## src/lfb_video_pkg.sv

```systemverilog
`default_nettype none

// video geometry shared by the line RAM, the controller and the screen buffer
package lfb_video_pkg;

    // vertical line index bits
    localparam int VW = 8;

    // column bits, one rendered line holds 512 pixels
    localparam int HW = 9;

    // pixel address inside the frame store: frame bit, line, column
    localparam int AW = HW + VW + 1;

    localparam int PXL_W = 16;          // one pixel, 16 bits

endpackage

`default_nettype wire

```

## src/lfb_hblank_timer.sv

```systemverilog
`timescale 1ns/1ps
`default_nettype none

module lfb_hblank_timer (
    input  logic                          clk,
    input  logic                          rst,
    input  logic                          pxl_cen,
    input  logic                          lhbl,         // low during blank
    output logic [lfb_video_pkg::HW-1:0]  hcnt,
    output logic [lfb_video_pkg::HW-1:0]  hlim,
    output logic                          blank_start,
    output logic                          active
);

    import lfb_video_pkg::*;

    logic          lhbl_l;
    logic [HW-1:0] hblen;               // measured blank length in pixels
    logic          blank_fall;
    logic          blank_rise;
    logic          hmax;

    assign blank_fall  = lhbl_l & ~lhbl;
    assign blank_rise  = ~lhbl_l & lhbl;
    assign hmax        = &hcnt;
    assign blank_start = pxl_cen & blank_fall;
    assign active      = lhbl_l;

    always_ff @(posedge clk or posedge rst) begin
        if (rst) begin
            hcnt   <= '0;
            hlim   <= '0;
            hblen  <= '0;
            lhbl_l <= 1'b0;
        end else if (pxl_cen) begin
            lhbl_l <= lhbl;
            // saturate, a line longer than 512 pixels must not wrap
            if (!hmax) begin
                hcnt <= hcnt + 1'd1;
            end
            if (blank_fall) begin
                hcnt <= '0;
                // latest start so the flush is over before the next blank
                // no flush until one full blank was measured
                hlim <= (hblen == '0) ? '0 : hcnt - hblen;
            end
            if (blank_rise) begin
                hblen <= hcnt;                  // count since blank start
            end
        end
    end

endmodule

`default_nettype wire

```

## config.mk

```make
export PLATFORM = sky130hd
export DESIGN_NAME = lfb_hblank_timer
export DESIGN_NICKNAME = d
export VERILOG_FILES = /design/src/lfb_video_pkg.sv /design/src/lfb_hblank_timer.sv
export SDC_FILE = /design/constraint.sdc
export NUM_CORES = 1
export LEC_CHECK = 0
export ABC_AREA = 1
export BUFFER_PORTS_ARGS = -buffer_cell sky130_fd_sc_hd__buf_2
export CORE_UTILIZATION = 45
export CTS_CLUSTER_DIAMETER = 80
export DETAILED_ROUTE_END_ITERATION = 10
export GPL_TIMING_DRIVEN = 0
export PLACE_DENSITY = 0.69
export SKIP_LAST_GASP = 1
export SLEW_MARGIN = 20
export SYNTH_ARGS = -nofsm -noshare
export SYNTH_HDL_FRONTEND = slang
export SYNTH_SLANG_ARGS = --single-unit
```

## constraint.sdc

```tcl
create_clock -name clk -period 1.8 [get_ports clk]
set_input_delay 0.18 -clock clk [delete_from_list [all_inputs] [get_ports clk]]
set_output_delay 0.18 -clock clk [all_outputs]
set_load 0.005 [all_outputs]
```

Word-level counts from Yosys, hierarchy flattened. Cells that the tools add are included.

Word-level logic and storage cells: 20. Flip-flop bits (word level): 28. Bits of input ports: 4. Output and inout port bits: 20.

Eq/ne operators: 1. Add/sub/neg operators: 2. Reductions and logical operators: 5. Mux-type cells: 3. Bitwise logic cells: 5.

Operators by type and width (number): 9-bit 2-to-1 mux (3); 9-bit by 1-bit adder with 9-bit output, second input constant (1); 9-bit logical NOT (1); 9-bit AND reduction (1); 9-bit subtractor (1); 2-bit AND reduction (3); 1-bit AND (3); 2-bit inequality test, second input constant (1); 1-bit NOT (2).

Depth between registers and ports, before layout.
Word-level depth: 4. Mapped depth: 12. Mapped depth without buffers: 11.

Worst setup path before layout. Ideal clock, no wire load.

Path kind: reg2reg. Start: register hcnt[1] (netlist bit). End: register hcnt[5] (netlist bit). Clock period less this slack: 1.948 ns. Buffers on the path: 1. Stages on the path, launching flop included: 12. Setup time: 0.125 ns. Slack: -0.148 ns. Data arrival time: 1.824 ns. Data required time: 1.675 ns. Path through: dfrtp_1 -> ha_1 -> nand2_1 -> nor3_1 -> and3_1 -> ha_1 -> inv_1 -> nand2_1 -> nand2_2 -> buf_6 -> a21oi_1 -> nor3_2.

Longest elaborated chain between the ends: 3. Elaborated cells between the ends (all ways): 6. Those cells by class: add/sub: 1; eq/ne: 1; mux: 2; reduce/logical: 2.

RTL lines: from (decl) (RTL line lfb_hblank_timer.sv:9) `output logic [lfb_video_pkg::HW-1:0] hcnt,`; from (signal assigned) (RTL line lfb_hblank_timer.sv:39) `hcnt <= hcnt + 1'd1;`; 9-bit by 1-bit adder with 9-bit output / 9-bit AND reduction (equally long branches) (RTL line lfb_hblank_timer.sv:39, lfb_hblank_timer.sv:25); 9-bit 2-to-1 mux / 2-bit inequality test (equally long branches); 9-bit 2-to-1 mux / 2-bit AND reduction (equally long branches).

Several ways; a longest one is shown, not always the timed one. The select of a mux whose other input is x is not followed. A chain may end at the register's enable or synchronous reset.

Worst setup path after layout.
Start: register hcnt[0] (netlist bit). End: register hcnt[4] (netlist bit).

Same word-level chain as after synthesis.

==> results.toml <==
[status]
status = "finished, violations left"
violations = "hold timing, setup timing"

[logic_synthesis]
syn-mean-instance-area_um2 = 7.49
synth_nets = 237
netlist_area_mm2 = 0.00166
syn_inst = 222
ys_warn_count = 0
yosysSeqAreaShare_pct = 42.1
synth.distinct_cells = 26
ys_ff_latch = 28

[cells_and_area]
area_growth_pct = 24.7
final_area_mm2 = 0.00207
fin_nets = 277
antennaDiodeCount = 0
layout-drive-gt1-share_pct = 26.4
fin_cells = 307

[setup_path]
critPathKind = "reg2reg"
cp_data_required_time_ns = 1.97
crit_path_max_incr_delay_ns = 0.42
start_kind = "flop"
cp_common_cell = "nand2_4"
critPathSlowestCell = "dfrtp_1"
endpoint_kind = "flop"
cp_max_fo = 5
cp.arrival_ns = 2.04
cp_cell_sequence = "ha_2 > nand2_4 > nor3_4 > and3_1 > ha_2 > inv_2 > nand2_4 > nand2_4 > buf_6 > a21oi_2 > nor3_2"

[cts]
htree_levels = 1
clock_latency_ns = 0.28
clockRootBuffer = "clkbuf_8"
numCtsBuffers = 3
clk_pin_slew_ns = 0.09
cts_hold_buf = 0
cts_tree = "yes"
clock-sinks = 28
clockBufferDepth = 2

[routing]
firstDrtPassIters = 4
ant_nets = 0
route.detailed.drc = 0
vias = 1507
first_iter_violations = 58
avgRoutedWirePerCell_um = 11.5
wirelength_mm = 3.53
vias_per_cell = 4.91

[pwr]
power.density_mw_per_mm2 = 1310
p_leak_nw = 1.13
irDropWorstVdd_uv = 591
fin_total_pwr_w = 0.00272

[placed_design]
hpwl_mm = 2.44
pre_cts_slack_ns = -0.229
io_buffers = 23
dpl_cell_area_mm2 = 0.00184
dp_cells = 291
gp_congestion = 0.825

[global_route]
overflow = 0
grt_pass1_wl_mm = 6.09
antenna_found_initial = 0
grtUsageTotal_pct = 19.6
top_usage_layer = "met2"
use_met1_pct = 24.7
grt_pass1_vias = 1397
met2_usage_pct = 34.1
use_met3_pct = 2.19
grt_max_degree = 29

[floorplan]
die_y_um = 62.8
dieArea_mm2 = 0.00394
core_area_mm2 = 0.00344
row_count = 21
io_pins = 24
start_util_pct = 48.3
die_w_um = 62.8

[timing]
report.final.slew_viol_count = 0
finalHoldWorstSlack_ns = -0.0450
fin_crit_ns = 1.87
fin_worst_skew_ns = 0.00182
setup-tns-final_ns = -0.161
fin_ws_ns = -0.0701
finalHoldViolCount = 28
period_share_pct = 104
slew_headroom_pct = 60.4
clock.fmax_mhz = 535
rsz0062_at_grt = "true"
setup_violations = 4
worst_pin_slew_ns = 0.593

[min_path]
hold_class = "in2async"

[job]
maxCapViolations = 0
==> Yosys cell counts <==
| cell | instances | area share, % |
|---|---|---|
| nand4_1 | 1 | 0.38 |
| and3_1 | 1 | 0.38 |
| nand2_1 | 67 | 15 |
| nand3_1 | 17 | 5.1 |
| o21ai_1 | 10 | 3.0 |
| nand3b_1 | 2 | 0.90 |
| ha_1 | 10 | 7.5 |
| inv_1 | 37 | 8.4 |
| nor3_2 | 2 | 1.2 |
| nand2_2 | 2 | 0.75 |
| fa_1 | 1 | 1.2 |
| or2_2 | 2 | 0.75 |
| o31ai_1 | 1 | 0.45 |
| nor2_2 | 1 | 0.38 |
| o21ai_0 | 7 | 2.1 |
| nor2_1 | 14 | 3.2 |
| nor3_1 | 4 | 1.2 |
| buf_6 | 1 | 0.68 |
| xor2_1 | 1 | 0.53 |
| dfrtp_1 | 28 | 42 |
| a21oi_1 | 7 | 2.1 |
| xnor2_1 | 2 | 1.1 |
| buf_2 | 1 | 0.30 |
| clkbuf_1 | 1 | 0.23 |
| a31oi_1 | 1 | 0.38 |
| nand3_2 | 1 | 0.60 |
==> registers in the layout, indices dropped and copies added, names as in the netlist <==
register / count
hlim: 9
active: 1
hblen: 9
hcnt: 9
==> metal layers <==
layer | vias up | wire (µm)
met1 | 680 | 1670
met3 | 5 | 109
li1 | 788 | -
met5 | - | 0
met2 | 34 | 1700
met4 | 0 | 50
==> worst max-delay path: cells and delay by family (launching register included) <==
kind	cells	cell delay [ns]
buffers and inverters	2	0.20
AND/OR/NAND/NOR	6	0.62
adder cells (fa/ha/maj)	2	0.40
flip-flops	1	0.42
AO/OA/AOI/OAI	1	0.14
==> cell usage in the layout, fill, tap and decap left out, types with 2 or more instances in the layout <==
cell type,netlist,routed
nand3b_1,2,2
buf_2,1,24
o21ai_1,10,12
or2_2,2,2
o21ai_2,0,2
a21oi_2,0,3
nand3_2,1,2
clkbuf_8,0,4
buf_4,0,11
nand2_2,2,3
xnor2_1,2,2
inv_2,0,3
ha_2,0,2
nand2_1,67,62
ha_1,10,8
dfrtp_1,28,27
o21ai_0,7,3
nand3_1,17,15
nor3_2,2,2
inv_1,37,34
buf_6,1,2
nor3_1,4,3
nand2_4,0,4
nor2_1,14,14
a21oi_1,7,4
==> kinds of logic after synthesis <==
group / after synthesis / synth area share [%]
fa+ha+maj: 11 / 8.73
compound gates: 26 / 8.05
flops: 28 / 42.1
simple gates: 114 / 29.9
buf+inv: 40 / 9.56
xor+xnor: 3 / 1.58
==> through the flow <==
step | utilization, % | hold WS [ns]
after detailed placement | 53.6 | 0.440
final | 60.2 | -0.0450
after global routing | 60.2 | 0.0152
after global placement | 53.6 | 0.429
after floorplan | - | 0.245
after CTS | 58.0 | 0.143
==> where the power goes <==
| group | leakage, nW | switching (W) | internal, W | total [W] |
|---|---|---|---|---|
| registers | 0.364 | 0.000142 | 0.000810 | 0.000952 |
| logic | 0.736 | 0.000763 | 0.000606 | 0.00137 |
| clock network | 0.0288 | 0.000199 | 0.000196 | 0.000395 |
| total | 1.13 | 0.00110 | 0.00161 | 0.00272 |
==> path summary, 6_finish.rpt <==
path,from,end,slack (ns),cells after the start
max,hcnt[0],hcnt[4],-0.07,11
min,rst,hlim[1],-0.05,2
max reg2reg,hcnt[0],hcnt[4],-0.07,11
min reg2reg,hlim[7],hlim[7],0.48,2
max in group asynchronous,rst,hcnt[1],1.42,2
min in group clk,lhbl,active,0.14,3
==> final cells by class <==
| type | instances | area, µm² |
|---|---|---|
| buffer | 3 | 20.0 |
| sequential | 28 | 702 |
| tap | 46 | 57.6 |
| multi-input combinational | 154 | 891 |
| fill | 311 | 1370 |
| clock buffer | 4 | 55.1 |
| timing repair buffer | 35 | 209 |
| inverter | 37 | 139 |
==> repair_timing <==
| item | CTS | global route |
|---|---|---|
| setup endpoints to repair | 10 | 10 |
| buffers inserted | 8 | 3 |
| cloned | 1 | 0 |
| resized for setup | 10 | 18 |
| pin swaps | 5 | 9 |
Note: power is estimated with default switching activity, not from simulation.
