File: src/lfb_mem_pkg.sv
`default_nettype none

// external burst memory as seen by the frame buffer controller
package lfb_mem_pkg;

    localparam logic [7:0] BURST_LEN = 8'd128;      // beats per read burst
    localparam int         BURST_AW  = $clog2(BURST_LEN);

    localparam int MEM_AW = 29;         // 64-bit word address
    localparam int MEM_DW = 64;

    // frame store sits in this region of the address space
    localparam logic [3:0] MEM_BASE = 4'd3;

    // pixels live in the low 16 bits of each word
    localparam logic [7:0] MEM_BE = 8'h03;

endpackage

`default_nettype wire

File: src/lfb_video_pkg.sv
`default_nettype none

// video geometry shared by the line RAM, the controller and the screen buffer
package lfb_video_pkg;

    // vertical line index bits
    localparam int VW = 8;

    // column bits, one rendered line holds 512 pixels
    localparam int HW = 9;

    // pixel address inside the frame store: frame bit, line, column
    localparam int AW = HW + VW + 1;

    localparam int PXL_W = 16;          // one pixel, 16 bits

endpackage

`default_nettype wire

File: src/lfb_ddr_ctrl.sv
`timescale 1ns/1ps
`default_nettype none

module lfb_ddr_ctrl (
    input  logic                              clk,
    input  logic                              rst,
    input  logic                              ln_done,
    input  logic [lfb_video_pkg::VW-1:0]      vrender,
    input  logic [lfb_video_pkg::VW-1:0]      ln_v,
    input  logic                              frame,
    // line RAM
    output logic [lfb_video_pkg::HW-1:0]      fb_addr,
    input  logic [lfb_video_pkg::PXL_W-1:0]   fb_din,
    output logic                              fb_clr,
    output logic                              fb_done,
    output logic                              line,
    // screen buffer
    output logic [lfb_video_pkg::HW-1:0]      rd_addr,
    output logic                              scr_we,
    // blank timer
    input  logic [lfb_video_pkg::HW-1:0]      hcnt,
    input  logic [lfb_video_pkg::HW-1:0]      hlim,
    input  logic                              blank_start,
    input  logic                              active,
    // external memory
    input  logic                              mem_busy,
    output logic [7:0]                        mem_burstcnt,
    output logic [lfb_mem_pkg::MEM_AW-1:0]    mem_addr,
    output logic [lfb_mem_pkg::MEM_DW-1:0]    mem_din,
    output logic [7:0]                        mem_be,
    input  logic                              mem_dout_ready,
    output logic                              mem_rd,
    output logic                              mem_we,
    // status
    input  logic [7:0]                        st_addr,
    output logic [7:0]                        st_dout
);

    import lfb_video_pkg::*;
    import lfb_mem_pkg::*;

    localparam logic [1:0] IDLE  = 2'd0;
    localparam logic [1:0] READ  = 2'd1;
    localparam logic [1:0] WRITE = 2'd2;

    localparam int PAD_W = MEM_AW - $bits(MEM_BASE) - AW;

    logic [1:0]    st;
    logic          ln_done_l;
    logic          do_wr;               // rendered line waiting for flush
    logic          rd_pend;             // blank seen, readback still owed
    logic [VW:0]   act_row;             // frame bit and line of the transfer
    logic [HW-1:0] col;
    logic [HW-1:0] nx_rd_addr;
    logic          ln_rise;
    logic          fb_over;
    logic          wr_ok;

    assign ln_rise    = ln_done & ~ln_done_l;
    assign fb_over    = &fb_addr;
    assign nx_rd_addr = rd_addr + 1'd1;
    // flush only when it can end before the next blank
    assign wr_ok      = (do_wr | ln_rise) & ~fb_clr & active & (hcnt < hlim);

    assign col          = (st == WRITE) ? fb_addr : rd_addr;
    assign mem_addr     = {MEM_BASE, {PAD_W{1'b0}}, act_row, col};
    assign mem_din      = {{(MEM_DW - PXL_W){1'b0}}, fb_din};
    assign mem_be       = MEM_BE;
    assign mem_burstcnt = (st == WRITE) ? 8'd1 : BURST_LEN;   // writes go word by word

    always_ff @(posedge clk or posedge rst) begin
        if (rst) begin
            st        <= IDLE;
            ln_done_l <= 1'b0;
            do_wr     <= 1'b0;
            rd_pend   <= 1'b0;
            act_row   <= '0;
            fb_addr   <= '0;
            fb_clr    <= 1'b0;
            fb_done   <= 1'b0;
            line      <= 1'b0;
            rd_addr   <= '0;
            scr_we    <= 1'b0;
            mem_rd    <= 1'b0;
            mem_we    <= 1'b0;
        end else begin
            fb_done   <= 1'b0;
            ln_done_l <= ln_done;
            if (ln_rise) do_wr <= 1'b1;
            if (blank_start) rd_pend <= 1'b1;
            // background clear, independent of the FSM
            if (fb_clr) begin
                fb_addr <= fb_addr + 1'd1;
                if (fb_over) fb_clr <= 1'b0;
            end
            case (st)
                IDLE: begin
                    if (blank_start || rd_pend) begin      // readback wins
                        act_row <= {~frame, ln_v};
                        rd_addr <= '0;
                        mem_rd  <= 1'b1;
                        scr_we  <= 1'b1;
                        rd_pend <= 1'b0;
                        st      <= READ;
                    end else if (wr_ok) begin
                        act_row <= {frame, vrender};
                        fb_addr <= '0;
                        mem_we  <= 1'b1;
                        do_wr   <= 1'b0;
                        st      <= WRITE;
                    end
                end
                READ: begin
                    if (!mem_busy) mem_rd <= 1'b0;      // request taken
                    if (mem_dout_ready) begin
                        rd_addr <= nx_rd_addr;
                        if (&rd_addr) begin
                            scr_we <= 1'b0;
                            st     <= IDLE;
                        end else if (&rd_addr[BURST_AW-1:0]) begin
                            mem_rd <= 1'b1;             // next burst at nx_rd_addr
                        end
                    end
                end
                WRITE: begin
                    if (!mem_busy) begin
                        fb_addr <= fb_addr + 1'd1;
                        if (fb_over) begin
                            mem_we  <= 1'b0;
                            line    <= ~line;
                            fb_done <= 1'b1;
                            fb_clr  <= 1'b1;
                            st      <= IDLE;
                        end
                    end
                end
                default: st <= IDLE;
            endcase
        end
    end

    // status read port, group in the top three address bits
    always_ff @(posedge clk or posedge rst) begin
        if (rst) begin
            st_dout <= '0;
        end else begin
            case (st_addr[7:5])
                3'd0: st_dout <= {2'd0, mem_we, mem_rd, 2'd0, st};
                3'd1: st_dout <= {3'd0, frame, 1'd0, mem_dout_ready, mem_busy, line};
                3'd2: st_dout <= st_addr[0] ? fb_din[15:8] : fb_din[7:0];
                3'd3: st_dout <= {fb_clr, fb_done, scr_we, rd_pend, do_wr, 3'd0};
                default: st_dout <= '0;
            endcase
        end
    end

endmodule

`default_nettype wire

File: config.mk
export PLATFORM = sky130hd
export DESIGN_NAME = lfb_ddr_ctrl
export DESIGN_NICKNAME = d
export VERILOG_FILES = /design/src/lfb_mem_pkg.sv /design/src/lfb_video_pkg.sv /design/src/lfb_ddr_ctrl.sv
export SDC_FILE = /design/constraint.sdc
export NUM_CORES = 1
export LEC_CHECK = 0
export BUFFER_PORTS_ARGS = -buffer_cell sky130_fd_sc_hd__buf_4
export CAP_MARGIN = 0
export CELL_PAD_IN_SITES_DETAIL_PLACEMENT = 2
export CELL_PAD_IN_SITES_GLOBAL_PLACEMENT = 2
export CORE_MARGIN = 3
export CORE_UTILIZATION = 25
export DETAILED_ROUTE_END_ITERATION = 8
export PLACE_DENSITY_LB_ADDON = 0.1
export SETUP_SLACK_MARGIN = 0.1
export SYNTH_ARGS = -nofsm -noshare
export SYNTH_HDL_FRONTEND = slang
export SYNTH_SLANG_ARGS = --single-unit
File: constraint.sdc
create_clock -name clk -period 2.57 [get_ports clk]
set_input_delay 0.257 -clock clk [delete_from_list [all_inputs] [get_ports clk]]
set_output_delay 0.257 -clock clk [all_outputs]
set_load 0.03 [all_outputs]
# After elaboration in Yosys (flattened, before gate mapping)
# Index checks and enable logic that the tools add are counted.
[totals]
ff_bits = 46
inputBits = 66
[op_classes]
addsub = 2
n_lt_le_gt_ge = 1
n_eq_ne = 13
mux = 50
n_bitwise = 10
reduce_logical = 16
[ops]
columns = ["op", "count"]
rows = [
  ["$mux 9", 9],
  ["$pmux 9 s2", 2],
  ["$pmux 8 s4", 1],
  ["$mux 1", 26],
  ["$add 9x1->9 const B", 2],
  ["$reduce_and 9->1", 2],
  ["$mux 8", 2],
  ["$ne 2x2->1 const B", 7],
  ["$mux 2", 6],
  ["$reduce_and 11->1", 1],
  ["$reduce_and 5->1", 2],
  ["$lt 9x9->1", 1],
  ["$reduce_and 7->1", 1],
  ["$eq 3x2->1 const B", 2],
  ["$pmux 1 s2", 3],
  ["$pmux 2 s3", 1],
  ["$reduce_bool 2->1", 3],
  ["$not 1->1", 5],
  ["$and 1x1->1", 4],
  ["$reduce_and 2->1", 2],
  ["$reduce_and 4->1", 1],
  ["$eq 3x1->1 const B", 1],
  ["$logic_not 3->1", 1],
  ["$ne 3x3->1 const B", 1],
  ["other kinds (6)", 6],
]

# Longest topological paths before layout
# Gate-level depths: netlist of run 1.
[logic_depth]
depth_word = 9
mapped_depth = 8
ltp_nobuf = 7

# Least setup slack after synthesis of run 1
# Ideal clock, no wire load.
[synth_path]
kind = "input to register"
start = "input hlim[6] in the netlist's numbering"
end = "register act_row[0]"
setup_time_ns = 0.120
t_arrival_ns = 1.758
required_time_ns = 2.450
path_slack_ns = 0.693
path_stages = 8
path_buffers = 1
path_cell_list = "inv_1 > ha_1 > a211o_1 > o211ai_2 > o2111ai_4 > or3_1 > buf_6 > a31o_1"
[synth_between]
elab_chain_len = 4
[synth_lines]
columns = ["item", "line", "source"]
rows = [
  ["start, declared", "lfb_ddr_ctrl.sv:22", "input logic [lfb_video_pkg::HW-1:0] hlim,"],
  ["$lt 9x9->1", "lfb_ddr_ctrl.sv:63", "assign wr_ok = (do_wr | ln_rise) & ~fb_clr & active & (hcnt < hlim);"],
  ["$and 1x1->1", "lfb_ddr_ctrl.sv:63", ""],
  ["$reduce_bool 2->1 (no line)", "n/a", ""],
  ["$reduce_and 2->1 (no line)", "n/a", ""],
  ["end signal, assigned", "lfb_ddr_ctrl.sv:99", "act_row <= {~frame, ln_v};"],
  ["end signal, assigned", "lfb_ddr_ctrl.sv:106", "act_row <= {frame, vrender};"],
  ["end, declared", "lfb_ddr_ctrl.sv:52", "logic [VW:0] act_row;"],
]
# Every way passes these cells.
# A chain may end at the register's enable or synchronous reset.

# Worst setup path after layout of run 1
[layout_path]
start = "register st[0]"
end = "output mem_addr[1] in the netlist's numbering"
[layout_between]
elab_chain_len = 2
[layout_lines]
columns = ["item", "line", "source"]
rows = [
  ["start, declared", "lfb_ddr_ctrl.sv:48", "logic [1:0] st;"],
  ["start signal, assigned", "lfb_ddr_ctrl.sv:73", "st <= IDLE;"],
  ["start signal, assigned", "lfb_ddr_ctrl.sv:104", "st <= READ;"],
  ["start signal, assigned", "lfb_ddr_ctrl.sv:110", "st <= WRITE;"],
  ["$eq 2x2->1", "lfb_ddr_ctrl.sv:65", "assign col = (st == WRITE) ? fb_addr : rd_addr;"],
  ["$mux 9", "lfb_ddr_ctrl.sv:65", ""],
  ["end, declared", "lfb_ddr_ctrl.sv:28", "output logic [lfb_mem_pkg::MEM_AW-1:0] mem_addr,"],
]
# Every way passes these cells.

==> out/results.env, run 1 <==
CRITICAL-PATH-SLOWEST-CELL='sky130_fd_sc_hd__dfrtp_1'
FIRST_GLOBAL_VIAS=3193
GRT_FIRST_PASS_WIRELENGTH_MM=16.90
N_ANTENNA_CELL=0
FINALPOWER_mW=2.379
SYN_TO_FINAL_GROWTH_PCT=27.94
NUMCLOCKSINKS=46
DETAIL_ROUTE.WIRELENGTH_MM=10.79
FRACTION_OF_LAYOUT_INSTANCES_USING_A_DRIVE_STRENGTH_ABOVE_1_PCT=32.73
TRITONCTS='done'
TIMING_HOLD_VIOLATIONS_FINAL=0
WORSTPATHARRIVAL_NS=1.95
TRITONCTS.NUM_BUFFERS=5
WORSTSKEWPAIRLATENCY_NS=0.28
SLEW_VIOL_FINAL=0
DIE-WIDTH_UM=122.6
SYN-INSTANCE-COUNT=383
MAX_CAP_VIOLS=0
GRT_ANTENNA_BEFORE_REPAIR=0
WORST_PATH_MOST_REPEATED_CELL='sky130_fd_sc_hd__buf_4'
HOLD-WORST-SLACK_NS=0.09189
TIMING.CRITICAL_PATH.FANOUT_MAX=9
AVGROUTEDWIREPERCELL_UM=16.03
GLOBAL_ROUTE.OVERFLOW_TOTAL=0
YOSYS.CELL_COUNT.TOP_TYPE='sky130_fd_sc_hd__buf_4'
FLOORPLAN.DIE.HEIGHT_UM=122.6
RSZ0062_AT_GRT='false'
LAYOUT_MIN_CYCLE_TIME_NS=2.207
CLKSLEWWORSTSETUPHOLDPATHS_NS=0.06
DIE_AREA_MM2=0.01503
CELLS_RESIZED_BY_POST_CTS_REPAIR=0
SYNTH.YOSYS.WARNINGS=0
CORE_REGION_AREA_MM2=0.01298
STATIC_LEAK_nW=2.213
INITIAL_DRT_PASS_ITERATIONS=4
CTS_ROOT_BUF='sky130_fd_sc_hd__clkbuf_16'
TNS_NS=0
LARGEST_NET_DEGREE_AT_THE_START_OF_GLOBAL_ROUTING=29
WORST-ENDPOINT-REQUIRED_NS=2.31
CRITICAL_PATH.N_BUFFERS_INVERTERS=2
FINALCOREUTILIZATION_PCT=33.51
SYNTH.TOP_CELLS.BY_COUNT='sky130_fd_sc_hd__buf_4, sky130_fd_sc_hd__dfrtp_1, sky130_fd_sc_hd__nand2_1'
ANTENNA_LEFT=0
FINAL_NETS=579
SETUP_VIOLATIONS=0
VIAS_PER_CELL=4.373
CTS_BUFFER_DEPTH=2
IRDROPWORSTVDD_mV=0.2237
POWER_DENSITY_OVER_CELL_AREA_mW_PER_MM2=547.0
SYNTH-ASYNC-RESET-RATIO_PCT=100.0
NUMPORTBUFFERS=129
DRC_ERRORS=0
CRIT_PATH_CELL_TRACE='nand2b_1 -> buf_4 -> mux2_2 -> buf_4'
DETAILROUTE.VIA_COUNT=2943
SETUP_WS_NS=0.3626
DRT_ITER0_MARKERS=136
CRITICAL_PATH.STARTPOINT_TYPE='register'
YS_FF_LATCH=46
CRITPATHKIND='reg2out'
NUM-FILL-CELLS=1500
RUN_STATUS='finished clean'
SLEW_HEADROOM_PCT=53.06
MIN_PERIOD_OVER_PERIOD_PCT=85.89
TIMING_WORST_SLEW_PIN_VALUE_NS=0.6977
GP_CONGESTION=0.7751
CLOCK-SKEW-FINAL_NS=0.003225
NUM_ROWS=41
SYNTH.CELL_AREA_MM2=0.003400
FLOORPLAN.INITIALDENSITY_PCT=26.19
SYNTHTOPCELLSBYAREA='sky130_fd_sc_hd__dfrtp_1, sky130_fd_sc_hd__buf_4, sky130_fd_sc_hd__ha_1'
POST-SYNTH-TOP-AREA-CELL='sky130_fd_sc_hd__dfrtp_1'
CRIT_PATH_MAX_INCR_DELAY_NS=0.52
GRT_USAGE_PCT=14.14
IOPINCOUNT=207
YS.FLOP_TYPE='sky130_fd_sc_hd__dfrtp_1'
CP-END-KIND='output port'
POSTSYNTHAREAPERCELL_UM2=8.876
COUNT_OF_FLIP_FLOPS_WITH_A_BUILT_IN_ENABLE_AFTER_SYNTHESIS=0
HOLD_CLASS='in2reg'
POST-PLACE-WS_NS=0.3711
POST-SYNTH-TOP-AREA-FRACTION_PCT=33.86
SYNTH.DISTINCT_CELLS=49
TIMING.CRITICAL_PATH.MAX_DELAY_FAMILY='flip-flops'
SYNTH_SEQUENTIAL_AREA_RATIO_PCT=33.86
FMAX_MHz=453.0
DP_HPWL_MM=8.907
HTREE_LEVELS=2
through the flow:
stage | instances | cell area (um2)
global route | 673 | 4349
finish | 673 | 4349
CTS | 673 | 4349
floorplan | 454 | 3666
global placement | 665 | 4207
detailed placement | 665 | 4207
cell type report:
cell class	count	area [um2]	share of cell area, %
Sequential cell	46	1151	26.47
Tap cell	172	215.2	4.948
Inverter	17	63.81	1.467
Multi-Input combinational cell	290	1725	39.67
Timing Repair Buffer	141	1061	24.40
Clock buffer	7	132.6	3.049
cells by family (layout without fill, tap and decap cells):
logic type | count (synthesis) | count (layout) | synth area share, %
other | 2 | 73 | 0.2209
muxes | 20 | 20 | 6.257
adders and majority gates | 12 | 12 | 4.417
DFF | 46 | 46 | 33.86
AOI/OAI and AO/OA | 68 | 68 | 14.58
xor gates and xnor gates | 10 | 10 | 2.577
and+or+nand+nor | 107 | 107 | 14.87
buffers and inverters | 118 | 165 | 23.22
final timing paths:
| path | slack (ns) | endpoint | cells after the start | startpoint |
|---|---|---|---|---|
| min | 0.09 | ln_done_l$_DFF_PP0_ | 1 | ln_done |
| max | 0.36 | mem_addr[1] | 4 | st[0]$_DFFE_PP0P_ |
| min reg2reg | 0.50 | act_row[0]$_DFFE_PP0P_ | 1 | act_row[0]$_DFFE_PP0P_ |
| max in group asynchronous | 1.30 | st_dout[4]$_DFF_PP0_ | 4 | rst |
| max reg2reg | 0.59 | rd_addr[5]$_DFFE_PP0P_ | 6 | st[0]$_DFFE_PP0P_ |
| min in group asynchronous | 0.53 | rd_addr[3]$_DFFE_PP0P_ | 3 | rst |
layout by cell type, fill, tap and decap left out, types with 10 or more instances in the layout:
cell type / count
sky130_fd_sc_hd__dfrtp_1: 46
sky130_fd_sc_hd__nor2_1: 32
sky130_fd_sc_hd__a21oi_1: 14
sky130_fd_sc_hd__o21ai_0: 11
sky130_fd_sc_hd__buf_4: 140
sky130_fd_sc_hd__o31ai_1: 10
sky130_fd_sc_hd__inv_1: 16
sky130_fd_sc_hd__mux2i_1: 10
sky130_fd_sc_hd__conb_1: 73
sky130_fd_sc_hd__nand2_1: 34
sky130_fd_sc_hd__ha_1: 12
sky130_fd_sc_hd__mux2_2: 10
per-layer routing:
metal,share of wire [%],vias up,wire length (um),global-route usage [%]
met5,0,-,0,0
met4,0.79,0,85,3.499
met3,7.1,6,768,3.779
met2,52,102,5659,25.01
met1,40,1459,4276,17.03
li1,-,1376,-,-
power breakdown:
group,internal (mW),switching (mW),total (mW)
Sequential,0.790,0.0943,0.884
Clock,0.356,0.254,0.611
Combinational,0.314,0.570,0.884
flip-flops by register name, summed over array words and instances (netlist names), 2 cells and up, named ones only:
| signal | cells |
|---|---|
| st | 2 |
| rd_addr | 9 |
| fb_addr | 9 |
| st_dout | 8 |
| act_row | 9 |
repair_timing:
action                                 in CTS  in global routing
setup buffers                               0                  0
hold buffers                                1                  0
endpoints found under the hold margin      18                  0
No activity file was read; power rests on OpenSTA's default activity.
==> run 2, diff against run 1 <==
--- a/config.mk
+++ b/config.mk
@@ -5,6 +5,7 @@
 export SDC_FILE = /design/constraint.sdc
 export NUM_CORES = 1
 export LEC_CHECK = 0
+export ABC_AREA = 1
 export BUFFER_PORTS_ARGS = -buffer_cell sky130_fd_sc_hd__buf_4
 export CAP_MARGIN = 0
 export CELL_PAD_IN_SITES_DETAIL_PLACEMENT = 2
==> out/results.env, run 2 <==
MIN_PERIOD_OVER_PERIOD_PCT=84.38  # -1.5 points
YOSYS.CELL_COUNT.TOP_TYPE='sky130_fd_sc_hd__nand2_1'
SYNTH_SEQUENTIAL_AREA_RATIO_PCT=32.47  # -1.4 points
TIMING.CRITICAL_PATH.FANOUT_MAX=18  # +9
SYNTH.CELL_AREA_MM2=0.003545  # +4.3%
TIMING_WORST_SLEW_PIN_VALUE_NS=0.9130  # +0.2153 ns
YS_FF_LATCH=46  # unchanged
VIAS_PER_CELL=4.249  # -2.8%
GRT_USAGE_PCT=14.12  # -0.021 points
FINALPOWER_mW=4.343  # +83%
SYN-INSTANCE-COUNT=450  # +17%
WORSTPATHARRIVAL_NS=1.91  # -0.04 ns
SETUP_VIOLATIONS=0  # unchanged
DIE-WIDTH_UM=125.1  # +2.0%
CRITICAL-PATH-SLOWEST-CELL='sky130_fd_sc_hd__dfrtp_1'
INITIAL_DRT_PASS_ITERATIONS=3  # -1
CRITICAL_PATH.N_BUFFERS_INVERTERS=3  # +1
FLOORPLAN.DIE.HEIGHT_UM=125.1  # +2.0%
SYN_TO_FINAL_GROWTH_PCT=26.23
CLOCK-SKEW-FINAL_NS=0.002967  # -0.0002578 ns
MAX_CAP_VIOLS=0  # unchanged
HTREE_LEVELS=2  # unchanged
IOPINCOUNT=207  # unchanged
LAYOUT_MIN_CYCLE_TIME_NS=2.169  # -0.03891 ns
CELLS_RESIZED_BY_POST_CTS_REPAIR=0  # unchanged
N_ANTENNA_CELL=0  # unchanged
CRIT_PATH_CELL_TRACE='inv_1 -> nor2_4 -> inv_2 -> o21ai_0 -> buf_4'
COUNT_OF_FLIP_FLOPS_WITH_A_BUILT_IN_ENABLE_AFTER_SYNTHESIS=0  # unchanged
DETAIL_ROUTE.WIRELENGTH_MM=11.24  # +4.2%
CRITICAL_PATH.STARTPOINT_TYPE='register'
ANTENNA_LEFT=0  # unchanged
LAYOUT_TOP_REGISTERS='act_row: 9 flops, fb_addr: 9 flops, rd_addr: 9 flops'
POWER_DENSITY_OVER_CELL_AREA_mW_PER_MM2=970.6  # +77%
GRT_FIRST_PASS_WIRELENGTH_MM=18.18  # +7.6%
DIE_AREA_MM2=0.01564  # +4.1%
CRIT_PATH_MAX_INCR_DELAY_NS=0.54  # +0.02 ns
TRITONCTS='done'
NUM_ROWS=42  # +2.4%
NUMPORTBUFFERS=129  # unchanged
SYNTH.DISTINCT_CELLS=41  # -16%
NUMCLOCKSINKS=46  # unchanged
FMAX_MHz=461.1  # +1.8%
SYNTH.TOP_CELLS.BY_COUNT='sky130_fd_sc_hd__nand2_1, sky130_fd_sc_hd__buf_4, sky130_fd_sc_hd__dfrtp_1, sky130_fd_sc_hd__inv_1, sky130_fd_sc_hd__o21ai_0'
DRT_ITER0_MARKERS=104  # -24%
LAYOUT.CELL_AREA.NON_FILLER_MM2=0.004474  # +2.9%
SYNTH.YOSYS.WARNINGS=0  # unchanged
SLEW_HEADROOM_PCT=38.67  # -14 points
FRACTION_OF_LAYOUT_INSTANCES_USING_A_DRIVE_STRENGTH_ABOVE_1_PCT=31.21  # -1.5 points
HOLD_CLASS='in2reg'
TIMING.CRITICAL_PATH.MAX_DELAY_FAMILY='flip-flops'
POST-SYNTH-TOP-AREA-CELL='sky130_fd_sc_hd__dfrtp_1'
POST-CTS-SETUP-BUFFER-COUNT=0  # unchanged
STATIC_LEAK_nW=2.368  # +7.0%
SYNTHTOPCELLSBYAREA='sky130_fd_sc_hd__dfrtp_1, sky130_fd_sc_hd__buf_4, sky130_fd_sc_hd__nand2_1'
POST-SYNTH-TOP-AREA-FRACTION_PCT=32.47  # -1.4 points
LARGEST_NET_DEGREE_AT_THE_START_OF_GLOBAL_ROUTING=19  # -34%
SYNTH-ASYNC-RESET-RATIO_PCT=100.0  # unchanged
AVGROUTEDWIREPERCELL_UM=15.19  # -5.3%
TNS_NS=0  # unchanged
DPL-INSTANCE-AREA_MM2=0.004302  # +2.3%
CLKSLEWWORSTSETUPHOLDPATHS_NS=0.06  # about the same
DP_HPWL_MM=9.233  # +3.7%
DRC_ERRORS=0  # unchanged
CORE_REGION_AREA_MM2=0.01356  # +4.5%
DETAILROUTE.VIA_COUNT=3144  # +6.8%
FIRST_GLOBAL_VIAS=3432  # +7.5%
LAYOUT_COMMON_CELLS='sky130_fd_sc_hd__buf_4, sky130_fd_sc_hd__nand2_1, sky130_fd_sc_hd__conb_1, sky130_fd_sc_hd__dfrtp_1, sky130_fd_sc_hd__inv_1'
CP-END-KIND='output port'
FINALCOREUTILIZATION_PCT=33.00  # -0.51 points
POSTSYNTHAREAPERCELL_UM2=7.877  # -11%
CRITPATHKIND='reg2out'
WORST-ENDPOINT-REQUIRED_NS=2.31  # about the same
LAYOUT_COMMONEST_CELL='sky130_fd_sc_hd__buf_4'
YS.FLOP_TYPE='sky130_fd_sc_hd__dfrtp_1'
RUN_STATUS='finished clean'
SLEW_VIOL_FINAL=0  # unchanged
FLOORPLAN.INITIALDENSITY_PCT=26.14  # -0.049 points
GP_CONGESTION=0.7523  # -2.9%
RSZ0062_AT_GRT='false'
CTS_ROOT_BUF='sky130_fd_sc_hd__clkbuf_16'
IRDROPWORSTVDD_mV=0.3465  # +55%
RRSETUPSLACK_NS=0.46  # -0.13 ns
GLOBAL_ROUTE.OVERFLOW_TOTAL=0  # unchanged
GRT_ANTENNA_BEFORE_REPAIR=0  # unchanged
WORSTSKEWPAIRLATENCY_NS=0.29  # about the same
CTS_BUFFER_DEPTH=2  # unchanged
TRITONCTS.NUM_BUFFERS=5  # unchanged
TIMING_HOLD_VIOLATIONS_FINAL=0  # unchanged
FINAL_NETS=641  # +11%
run 2: cell types whose count changed after synthesis, sizes merged, moves of 9 or more:
cell / previous run / this run
o31ai: 11 / 2
o21ai: 14 / 40
nor2: 32 / 18
nand2: 34 / 104
inv: 17 / 50
run 2: metal layers:
metal / global-route usage [%] / vias up / wire length (um)
met5: 0 / - / 0
met4: 3.253 / 0 / 87
met3: 2.857 / 5 / 592
met2: 26.38 / 110 / 5884
met1: 16.56 / 1515 / 4675
li1: - / 1514 / -
run 2: report_power, final:
group	leakage [nW]	internal (mW)	switching [mW]
Sequential	0.566	0.962	0.287
Clock	0.0781	0.461	0.280
Combinational	1.72	0.803	1.55
Total	2.37	2.23	2.12
run 2: what timing repair did:
action / CTS / global route
endpoints found under the setup margin: 0 / 0
endpoints found under the hold margin: 16 / 0
hold buffers: 1 / 0
run 2: through the flow:
stage / setup slack, ns / hold slack, ns / instances
2_1_floorplan: 0.5924 / 0.2884 / 521
6_report: 0.4015 / 0.09179 / 740
3_3_place_gp: 0.5600 / 0.3026 / 731
5_1_grt: 0.2171 / 0.08703 / 740
3_5_place_dp: 0.4876 / 0.3027 / 731
4_1_cts: 0.3542 / 0.08884 / 740
run 2: final cells by class:
type | instances | area, um2
timing repair buffer | 133 | 1001
tap | 176 | 220.2
inverter | 50 | 190.2
clock buffer | 7 | 132.6
fill | 1612 | 9084
clock inverter | 1 | 30.03
sequential | 46 | 1151
multi-input combinational | 327 | 1749
run 2: worst paths after layout:
| path | startpoint | to | depth (start not counted) |
|---|---|---|---|
| max in group asynchronous | rst | st_dout[4]$_DFF_PP0_ | 4 |
| worst max register to register | fb_addr[0]$_DFF_PP0_ | fb_addr[8]$_DFF_PP0_ | 10 |
| min in group asynchronous | rst | rd_addr[3]$_DFFE_PP0P_ | 3 |
| worst max-delay path | st[1]$_DFFE_PP0P_ | mem_addr[2] | 5 |
| worst min-delay path | ln_done | ln_done_l$_DFF_PP0_ | 1 |
| worst min register to register | act_row[2]$_DFFE_PP0P_ | act_row[2]$_DFFE_PP0P_ | 2 |
run 2: logic make-up after synthesis:
logic type,Yosys count,synth area share [%]
DFF,46,32.47
buffers and inverters,148,25.70
other,2,0.2119
xor gates and xnor gates,6,1.483
and+or+nand+nor,155,20.05
adders and majority gates,12,4.236
muxes,16,4.730
AOI/OAI and AO/OA,65,11.12
